--- config.mk ---
export PLATFORM = sky130hd
export DESIGN_NAME = ranger_top
export DESIGN_NICKNAME = d
export VERILOG_FILES = /design/src/verilog/ranger_pkg.sv /design/src/verilog/ranger_top.sv /design/src/verilog/echo_timer.sv /design/src/verilog/trig_scheduler.sv /design/src/verilog/ranger_regs.sv
export SDC_FILE = /design/constraint.sdc
export NUM_CORES = 1
export LEC_CHECK = 0
export ABC_AREA = 1
export BUFFER_PORTS_ARGS = -buffer_cell sky130_fd_sc_hd__buf_4
export CAP_MARGIN = 30
export CORE_MARGIN = 2
export CORE_UTILIZATION = 45
export CTS_BUF_LIST = sky130_fd_sc_hd__clkbuf_2 sky130_fd_sc_hd__clkbuf_4 sky130_fd_sc_hd__clkbuf_8
export CTS_CLUSTER_SIZE = 8
export DETAILED_ROUTE_END_ITERATION = 8
export HOLD_SLACK_MARGIN = 0.06
export PLACE_DENSITY_LB_ADDON = 0.25
export SLEW_MARGIN = 20
export SYNTH_ARGS = -nofsm -noshare
export SYNTH_HDL_FRONTEND = slang
export SYNTH_SLANG_ARGS = --single-unit
export TNS_END_PERCENT = 50
--- constraint.sdc ---
create_clock -name clk -period 5.46 [get_ports clk]
set_input_delay 0.819 -clock clk [delete_from_list [all_inputs] [get_ports clk]]
set_output_delay 0.819 -clock clk [all_outputs]
set_load 0.03 [all_outputs]
--- src/verilog/ranger_pkg.sv ---
package ranger_pkg;

    // Field widths
    localparam int cycle_width = 24;  // 200 ms at 50 MHz fits
    localparam int dist_width  = 16;
    localparam int reg_width   = 32;
    localparam int addr_width  = 8;

    // Distance reported when the echo outlasts the timeout
    localparam logic [dist_width-1:0] dist_overflow = '1;

    // APB register map
    localparam logic [addr_width-1:0] reg_ctrl          = 8'h00;
    localparam logic [addr_width-1:0] reg_period        = 8'h04;
    localparam logic [addr_width-1:0] reg_trig_len      = 8'h08;
    localparam logic [addr_width-1:0] reg_cycles_per_cm = 8'h0C;
    localparam logic [addr_width-1:0] reg_timeout       = 8'h10;
    localparam logic [addr_width-1:0] reg_result        = 8'h14;  // Read only
    localparam logic [addr_width-1:0] reg_count         = 8'h18;  // Read only

    // Bit positions inside the control and result registers
    localparam int ctrl_enable_bit      = 0;
    localparam int ctrl_irq_en_bit      = 1;
    localparam int result_timed_out_bit = 16;
    localparam int result_valid_bit     = 31;

    // Run-time configuration, all timings in clock cycles
    typedef struct packed {
        logic                   enable;
        logic [cycle_width-1:0] period;
        logic [cycle_width-1:0] trig_len;
        logic [cycle_width-1:0] cycles_per_cm;
        logic [cycle_width-1:0] timeout;
    } ranger_cfg_t;

    // One completed measurement
    typedef struct packed {
        logic                  done;         // Single-cycle strobe
        logic                  timed_out;
        logic [dist_width-1:0] distance_cm;
    } echo_result_t;

endpackage
--- src/verilog/ranger_top.sv ---
module ranger_top
#(
    parameter int sync_stages = 2       // Echo synchronizer depth, 2 or 3
)
(
    input  logic                                clk,
    input  logic                                rst_n,

    // APB slave
    input  logic                                psel,
    input  logic                                penable,
    input  logic                                pwrite,
    input  logic [ranger_pkg::addr_width-1:0]   paddr,
    input  logic [ranger_pkg::reg_width-1:0]    pwdata,
    output logic [ranger_pkg::reg_width-1:0]    prdata,
    output logic                                pready,
    output logic                                pslverr,

    // Sensor pins
    output logic                                trig,
    input  logic                                echo,

    output logic                                irq
);

    import ranger_pkg::*;

    ranger_cfg_t  cfg;
    echo_result_t result;
    logic         arm;

    ranger_regs u_regs
    (
        .clk     (clk),
        .rst_n   (rst_n),
        .psel    (psel),
        .penable (penable),
        .pwrite  (pwrite),
        .paddr   (paddr),
        .pwdata  (pwdata),
        .prdata  (prdata),
        .pready  (pready),
        .pslverr (pslverr),
        .result  (result),
        .cfg     (cfg),
        .irq     (irq)
    );

    trig_scheduler u_sched
    (
        .clk   (clk),
        .rst_n (rst_n),
        .cfg   (cfg),
        .trig  (trig),
        .arm   (arm)
    );

    echo_timer
    #(
        .sync_stages (sync_stages)
    )
    u_echo
    (
        .clk    (clk),
        .rst_n  (rst_n),
        .cfg    (cfg),
        .arm    (arm),
        .echo   (echo),
        .result (result)
    );

endmodule

--- src/verilog/echo_timer.sv ---
module echo_timer
#(
    parameter int sync_stages = 2
)
(
    input  logic                      clk,
    input  logic                      rst_n,
    input  ranger_pkg::ranger_cfg_t   cfg,
    input  logic                      arm,
    input  logic                      echo,
    output ranger_pkg::echo_result_t  result
);

    import ranger_pkg::*;

    typedef enum logic [1:0] {
        st_idle,
        st_armed,
        st_measuring
    } state_t;

    state_t                 state;
    logic [sync_stages-1:0] sync_q;
    logic                   echo_s;
    logic                   echo_d;
    logic                   echo_rise;
    logic                   echo_fall;

    logic                   counting;
    logic                   hit_timeout;
    logic                   finish;
    logic [cycle_width-1:0] total_cnt;
    logic [cycle_width-1:0] total_next;
    logic [cycle_width-1:0] presc_cnt;
    logic [cycle_width-1:0] presc_next;
    logic [dist_width-1:0]  cm_cnt;
    logic [dist_width-1:0]  cm_next;

    logic                   done_q;
    logic                   timed_out_q;
    logic [dist_width-1:0]  distance_q;

    // Echo pin is asynchronous to clk
    always_ff @(posedge clk or negedge rst_n)
    begin
        if (!rst_n)
        begin
            sync_q <= '0;
            echo_d <= 1'b0;
        end
        else
        begin
            sync_q <= {sync_q[sync_stages-2:0], echo};
            echo_d <= echo_s;
        end
    end

    assign echo_s    = sync_q[sync_stages-1];
    assign echo_rise = echo_s & ~echo_d;
    assign echo_fall = ~echo_s & echo_d;

    // Every cycle with the synchronized echo high is one count
    assign counting = (state == st_armed && echo_rise) || (state == st_measuring && echo_s);

    always_comb
    begin
        total_next = total_cnt + 1'b1;
        presc_next = presc_cnt + 1'b1;
        cm_next    = cm_cnt;
        if (presc_next == cfg.cycles_per_cm)
        begin
            presc_next = '0;
            if (cm_cnt != dist_overflow)
                cm_next = cm_cnt + 1'b1;    // Saturates
        end
    end

    assign hit_timeout = counting && (total_next >= cfg.timeout);
    assign finish      = cfg.enable &&
                         (hit_timeout || (state == st_measuring && echo_fall));

    always_ff @(posedge clk or negedge rst_n)
    begin
        if (!rst_n)
            state <= st_idle;
        else if (!cfg.enable)
            state <= st_idle;
        else
        begin
            case (state)
                st_idle:
                    if (arm)
                        state <= st_armed;
                st_armed:
                    if (finish)
                        state <= st_idle;
                    else if (echo_rise)
                        state <= st_measuring;
                st_measuring:
                    if (finish)
                        state <= st_idle;
                default:
                    state <= st_idle;
            endcase
        end
    end

    // Cycle, prescaler and centimeter counters
    always_ff @(posedge clk or negedge rst_n)
    begin
        if (!rst_n)
        begin
            total_cnt <= '0;
            presc_cnt <= '0;
            cm_cnt    <= '0;
        end
        else if (arm && state != st_measuring)
        begin
            total_cnt <= '0;
            presc_cnt <= '0;
            cm_cnt    <= '0;
        end
        else if (counting)
        begin
            total_cnt <= total_next;
            presc_cnt <= presc_next;
            cm_cnt    <= cm_next;
        end
    end

    always_ff @(posedge clk or negedge rst_n)
    begin
        if (!rst_n)
            done_q <= 1'b0;
        else
            done_q <= finish;
    end

    // Result payload, captured on the finishing cycle
    always_ff @(posedge clk or negedge rst_n)
    begin
        if (!rst_n)
        begin
            timed_out_q <= 1'b0;
            distance_q  <= '0;
        end
        else if (finish)
        begin
            timed_out_q <= hit_timeout;
            distance_q  <= hit_timeout ? dist_overflow : cm_cnt;
        end
    end

    assign result.done        = done_q;
    assign result.timed_out   = timed_out_q;
    assign result.distance_cm = distance_q;

endmodule

--- src/verilog/trig_scheduler.sv ---
module trig_scheduler
(
    input  logic                     clk,
    input  logic                     rst_n,
    input  ranger_pkg::ranger_cfg_t  cfg,
    output logic                     trig,
    output logic                     arm
);

    import ranger_pkg::*;

    logic [cycle_width-1:0] period_cnt;
    logic                   trig_d;
    logic                   period_end;

    // Last cycle of the measurement period
    assign period_end = (period_cnt >= cfg.period - 1'b1);

    // Period counter, held at zero while disabled
    always_ff @(posedge clk or negedge rst_n)
    begin
        if (!rst_n)
            period_cnt <= '0;
        else if (!cfg.enable)
            period_cnt <= '0;
        else if (period_end)
            period_cnt <= '0;
        else
            period_cnt <= period_cnt + 1'b1;
    end

    // Trig is registered, so it rises one cycle after count zero
    always_ff @(posedge clk or negedge rst_n)
    begin
        if (!rst_n)
        begin
            trig   <= 1'b0;
            trig_d <= 1'b0;
        end
        else
        begin
            trig   <= cfg.enable && (period_cnt < cfg.trig_len);
            trig_d <= trig;
        end
    end

    // First low cycle after the pulse starts the echo window
    assign arm = trig_d & ~trig;

endmodule

--- src/verilog/ranger_regs.sv ---
module ranger_regs
(
    input  logic                                clk,
    input  logic                                rst_n,

    input  logic                                psel,
    input  logic                                penable,
    input  logic                                pwrite,
    input  logic [ranger_pkg::addr_width-1:0]   paddr,
    input  logic [ranger_pkg::reg_width-1:0]    pwdata,
    output logic [ranger_pkg::reg_width-1:0]    prdata,
    output logic                                pready,
    output logic                                pslverr,

    input  ranger_pkg::echo_result_t            result,
    output ranger_pkg::ranger_cfg_t             cfg,
    output logic                                irq
);

    import ranger_pkg::*;

    logic                   irq_en;
    logic                   res_valid;
    logic                   res_timed_out;
    logic [dist_width-1:0]  res_distance;
    logic [reg_width-1:0]   meas_count;

    logic                   access;
    logic                   wr_en;
    logic                   rd_result;
    logic                   addr_valid;
    logic                   addr_ro;

    // Address decode and read mux
    always_comb
    begin
        addr_valid = 1'b1;
        addr_ro    = 1'b0;
        prdata     = '0;
        case (paddr)
            reg_ctrl:
            begin
                prdata[ctrl_enable_bit] = cfg.enable;
                prdata[ctrl_irq_en_bit] = irq_en;
            end
            reg_period:        prdata[cycle_width-1:0] = cfg.period;
            reg_trig_len:      prdata[cycle_width-1:0] = cfg.trig_len;
            reg_cycles_per_cm: prdata[cycle_width-1:0] = cfg.cycles_per_cm;
            reg_timeout:       prdata[cycle_width-1:0] = cfg.timeout;
            reg_result:
            begin
                addr_ro                        = 1'b1;
                prdata[dist_width-1:0]         = res_distance;
                prdata[result_timed_out_bit]   = res_timed_out;
                prdata[result_valid_bit]       = res_valid;
            end
            reg_count:
            begin
                addr_ro = 1'b1;
                prdata  = meas_count;
            end
            default:           addr_valid = 1'b0;
        endcase
    end

    // Access phase of a transfer, no wait states
    assign access    = psel & penable;
    assign wr_en     = access & pwrite & addr_valid & ~addr_ro;
    assign rd_result = access & ~pwrite & (paddr == reg_result);

    assign pready  = 1'b1;
    assign pslverr = access & (~addr_valid | (pwrite & addr_ro));

    // Configuration registers
    always_ff @(posedge clk or negedge rst_n)
    begin
        if (!rst_n)
        begin
            cfg    <= '0;
            irq_en <= 1'b0;
        end
        else if (wr_en)
        begin
            case (paddr)
                reg_ctrl:
                begin
                    cfg.enable <= pwdata[ctrl_enable_bit];
                    irq_en     <= pwdata[ctrl_irq_en_bit];
                end
                reg_period:        cfg.period        <= pwdata[cycle_width-1:0];
                reg_trig_len:      cfg.trig_len      <= pwdata[cycle_width-1:0];
                reg_cycles_per_cm: cfg.cycles_per_cm <= pwdata[cycle_width-1:0];
                reg_timeout:       cfg.timeout       <= pwdata[cycle_width-1:0];
                default:           ;
            endcase
        end
    end

    // Result capture; a fresh result wins over a read in the same cycle
    always_ff @(posedge clk or negedge rst_n)
    begin
        if (!rst_n)
        begin
            res_valid     <= 1'b0;
            res_timed_out <= 1'b0;
            res_distance  <= '0;
            meas_count    <= '0;
        end
        else
        begin
            if (rd_result)
                res_valid <= 1'b0;          // Clear on read
            if (result.done)
            begin
                res_valid     <= 1'b1;
                res_timed_out <= result.timed_out;
                res_distance  <= result.distance_cm;
                meas_count    <= meas_count + 1'b1;
            end
        end
    end

    // Level interrupt while an unread result is pending
    assign irq = res_valid & irq_en;

endmodule

==> out/results.tsv <==
metric	value	unit
status	completed	
First-pass DRT Iterations	5	
Core Rows	68	
Ys Warns	0	
Max Root-Sink Buffers	3	
vias per cell	5.40	
ys flop type	dfrtp_1	
register area share after synthesis	41.6	%
EDFF count, synth	0	
PD cells	227	nW/µm²
via count	14300	
antenna violations before repair	0	
RSZ-0062 raised after global routing	false	
Netlist cell types	52	
Die ar.	36400	µm²
mean post-synth cell area	7.60	µm²
hold crit path type	in -> async	
WL per Instance	17.4	µm
Rel. slew slack	46.6	%
Port Buffers	72	
routability cong.	0.935	
CP Class	reg -> reg	
layout cell share with drive strength beyond 1	9.70	%
fin crit period	4.25	ns
first-pass GRT wire length	74.4	mm
peak supply drop	0.264	mV
chip width	191	µm
DIE HEIGHT	191	µm
nets	2271	
clock root buffer	clkbuf_8	
core box area	34500	µm²
initial DRC count	1095	
leakage power	8.58	nW
Placement Setup Slack	1.15	ns
dpl cell area	16700	µm²
CP arrival	4.73	ns
Layout Cells excl Fill	2640	
DRC errors left	0	
largest net degree at the start of global routing	125	
cts repair resizes	0	
worst endpoint required time	5.94	ns
MaxCap Viol Count	0	
highest clock rate	235	MHz
Async SR Flop Fraction	100	%
synthesized cell area	15700	µm²
H-tree depth	2	
min setup slack post-route	1.21	ns
Setup crit start kind	register	
Reg clk slew, reported paths	0.06	ns
IO Pins	82	
CTS tree	built	
worst-path fanout max	34	
CTS Hold Bufs	0	
Post-Synthesis Cells	2065	
Final Total Pwr	0.00402	W
Finished Cell Area	17700	µm²
final hold vios	0	
later-pin clock latency in the skew report	0.63	ns
Yosys reg bits	261	
total track usage	26.2	%
vias in the first global route	14000	
CTS Sinks	261	
placed insts	2554	
skew final	0.0421	ns
post-DP HPWL	34.2	mm
global route overflow	0	
Total Routed Length	46.0	mm
max-slew violations	0	
Initial Util	45.5	%
final period utilization	77.8	%
TNS Setup	0	ns
Layout Area Growth over Synthesis	12.7	%
antenna viol nets, final	0	
final setup fails	0	
post-CTS setup buffer count	0	
Critical Path End Type	register	
syn_nets	2188	
diode count	0	
Least-Margin Pin Slew	0.801	ns
TritonCTS buffer count	47	
[layer usage]
metal / global-route usage [%] / part of all wire [%] / vias to the layer above
met4: 12.1 / 4.2 / 0
met3: 3.48 / 5.4 / 112
li1: - / - / 6962
met2: 42.1 / 47 / 408
met5: 0 / 0 / -
met1: 35.1 / 43 / 6776
[Yosys cell counts, types with 2 or more instances]
cell type | number | area, µm²
a211oi_1 | 3 | 22.5
a21boi_0 | 2 | 15.0
a21oi_1 | 77 | 385
a221oi_1 | 18 | 158
a22o_1 | 2 | 17.5
a31oi_1 | 2 | 12.5
and2_1 | 4 | 25.0
and3_1 | 3 | 18.8
buf_1 | 3 | 11.3
buf_2 | 4 | 20.0
buf_4 | 12 | 90.1
clkbuf_1 | 37 | 139
clkinv_1 | 3 | 11.3
dfrtp_1 | 261 | 6530
ha_1 | 77 | 963
inv_1 | 295 | 1110
inv_2 | 3 | 11.3
nand2_1 | 512 | 1920
nand2_2 | 6 | 37.5
nand2_4 | 2 | 22.5
nand3_1 | 128 | 641
nand3b_1 | 6 | 45.0
nand4_1 | 23 | 144
nor2_1 | 143 | 537
nor2_2 | 6 | 37.5
nor2_4 | 6 | 67.6
nor3_1 | 50 | 250
nor3_2 | 3 | 30.0
nor3b_1 | 4 | 30.0
nor4_1 | 22 | 138
o2111ai_1 | 3 | 26.3
o211ai_1 | 10 | 75.1
o21a_1 | 2 | 15.0
o21ai_0 | 181 | 906
o21ai_1 | 3 | 15.0
o221ai_1 | 3 | 26.3
o22ai_1 | 43 | 269
o31ai_1 | 2 | 15.0
or2_2 | 6 | 37.5
xnor2_1 | 14 | 123
xor2_1 | 70 | 613
[area by class of cell]
type / count / area (µm²)
Inverter: 301 / 1130
Tap cell: 455 / 569
Timing Repair Buffer: 92 / 708
Multi-Input combinational cell: 1445 / 7750
Clock inverter: 12 / 92.6
Clock buffer: 74 / 912
Fill cell: 3362 / 16800
Sequential cell: 261 / 6530
[through the flow]
step	hold slack, ns	utilization (%)
6_report	0.220	51.3
5_1_grt	0.255	51.3
4_1_cts	0.214	51.3
3_5_place_dp	0.344	48.4
3_3_place_gp	0.340	48.4
2_1_floorplan	0.331	-
[power by group]
| part | total [W] | switching [W] | internal, W |
|---|---|---|---|
| sequential | 0.00194 | 0.00000122 | 0.00194 |
| combinational | 0.000100 | 0.0000744 | 0.0000259 |
| clock | 0.00199 | 0.000875 | 0.00111 |
[flip-flops by register name, indices dropped and copies added (netlist names), 2 cells and up]
name	cells
u_echo.cm_cnt	16
u_echo.distance_q	16
u_echo.presc_cnt	24
u_echo.state	2
u_echo.sync_q	2
u_echo.total_cnt	24
u_regs.cfg	97
u_regs.meas_count	32
u_regs.res_distance	16
u_sched.period_cnt	24
[cells in the final DEF, fill, tap and decap left out, types with 8 or more instances in the layout]
master and instances:
nand3_1 128, a221oi_1 18, xor2_1 70, nand4_1 23, o21ai_0 181, a21oi_1 77
o211ai_1 10, nand2_1 512, o22ai_1 43, buf_4 89, clkbuf_8 57, nor4_1 22
nor3_1 50, xnor2_1 14, dfrtp_1 261, clkinv_2 8, nor2_1 143, clkbuf_4 17
ha_1 77, inv_1 295
[critical path, stage by stage (launching register included)]
cell     delay [ns]
dfrtp_1        0.40
ha_1           0.19
nand2_1        0.07
inv_1          0.12
nand4_1        0.18
nor4_1         0.38
nand2_1        0.18
nor2_1         0.26
nand2_1        0.10
xor2_1         0.20
inv_1          0.08
ha_1           0.27
nand2_1        0.08
nor4_1         0.41
nand3_1        0.12
nand2_1        0.10
buf_4          0.25
nand2_1        0.15
nand2_1        0.12
nand2_1        0.05
buf_4          0.24
nand2_1        0.09
o21ai_0        0.08
[kinds of logic after synthesis]
kind of cell             Yosys count  share of synthesized area [%]
adder cells (fa/ha/maj)           77                           6.14
buffers and inverters            359                           9.02
flip-flops                       261                           41.6
AO/OA/AOI/OAI                    353                           12.6
other                              1                         0.0239
AND/OR/NAND/NOR                  929                           25.8
XOR/XNOR                          85                           4.83
[final timing paths]
path                                           from                    end  slack [ns]  depth (start not counted)
worst max-delay path            u_echo.total_cnt[0]  u_echo.distance_q[12]        1.21                         22
worst min-delay path                          rst_n   u_echo.total_cnt[21]        0.22                          1
worst max register to register  u_echo.total_cnt[0]  u_echo.distance_q[12]        1.21                         22
worst min register to register     u_echo.sync_q[0]       u_echo.sync_q[1]        0.35                          0
max in group asynchronous                     rst_n       u_echo.cm_cnt[8]        4.02                          2
min in group clk                               echo       u_echo.sync_q[0]        0.32                          1
Power figures use the tool's default switching activity.
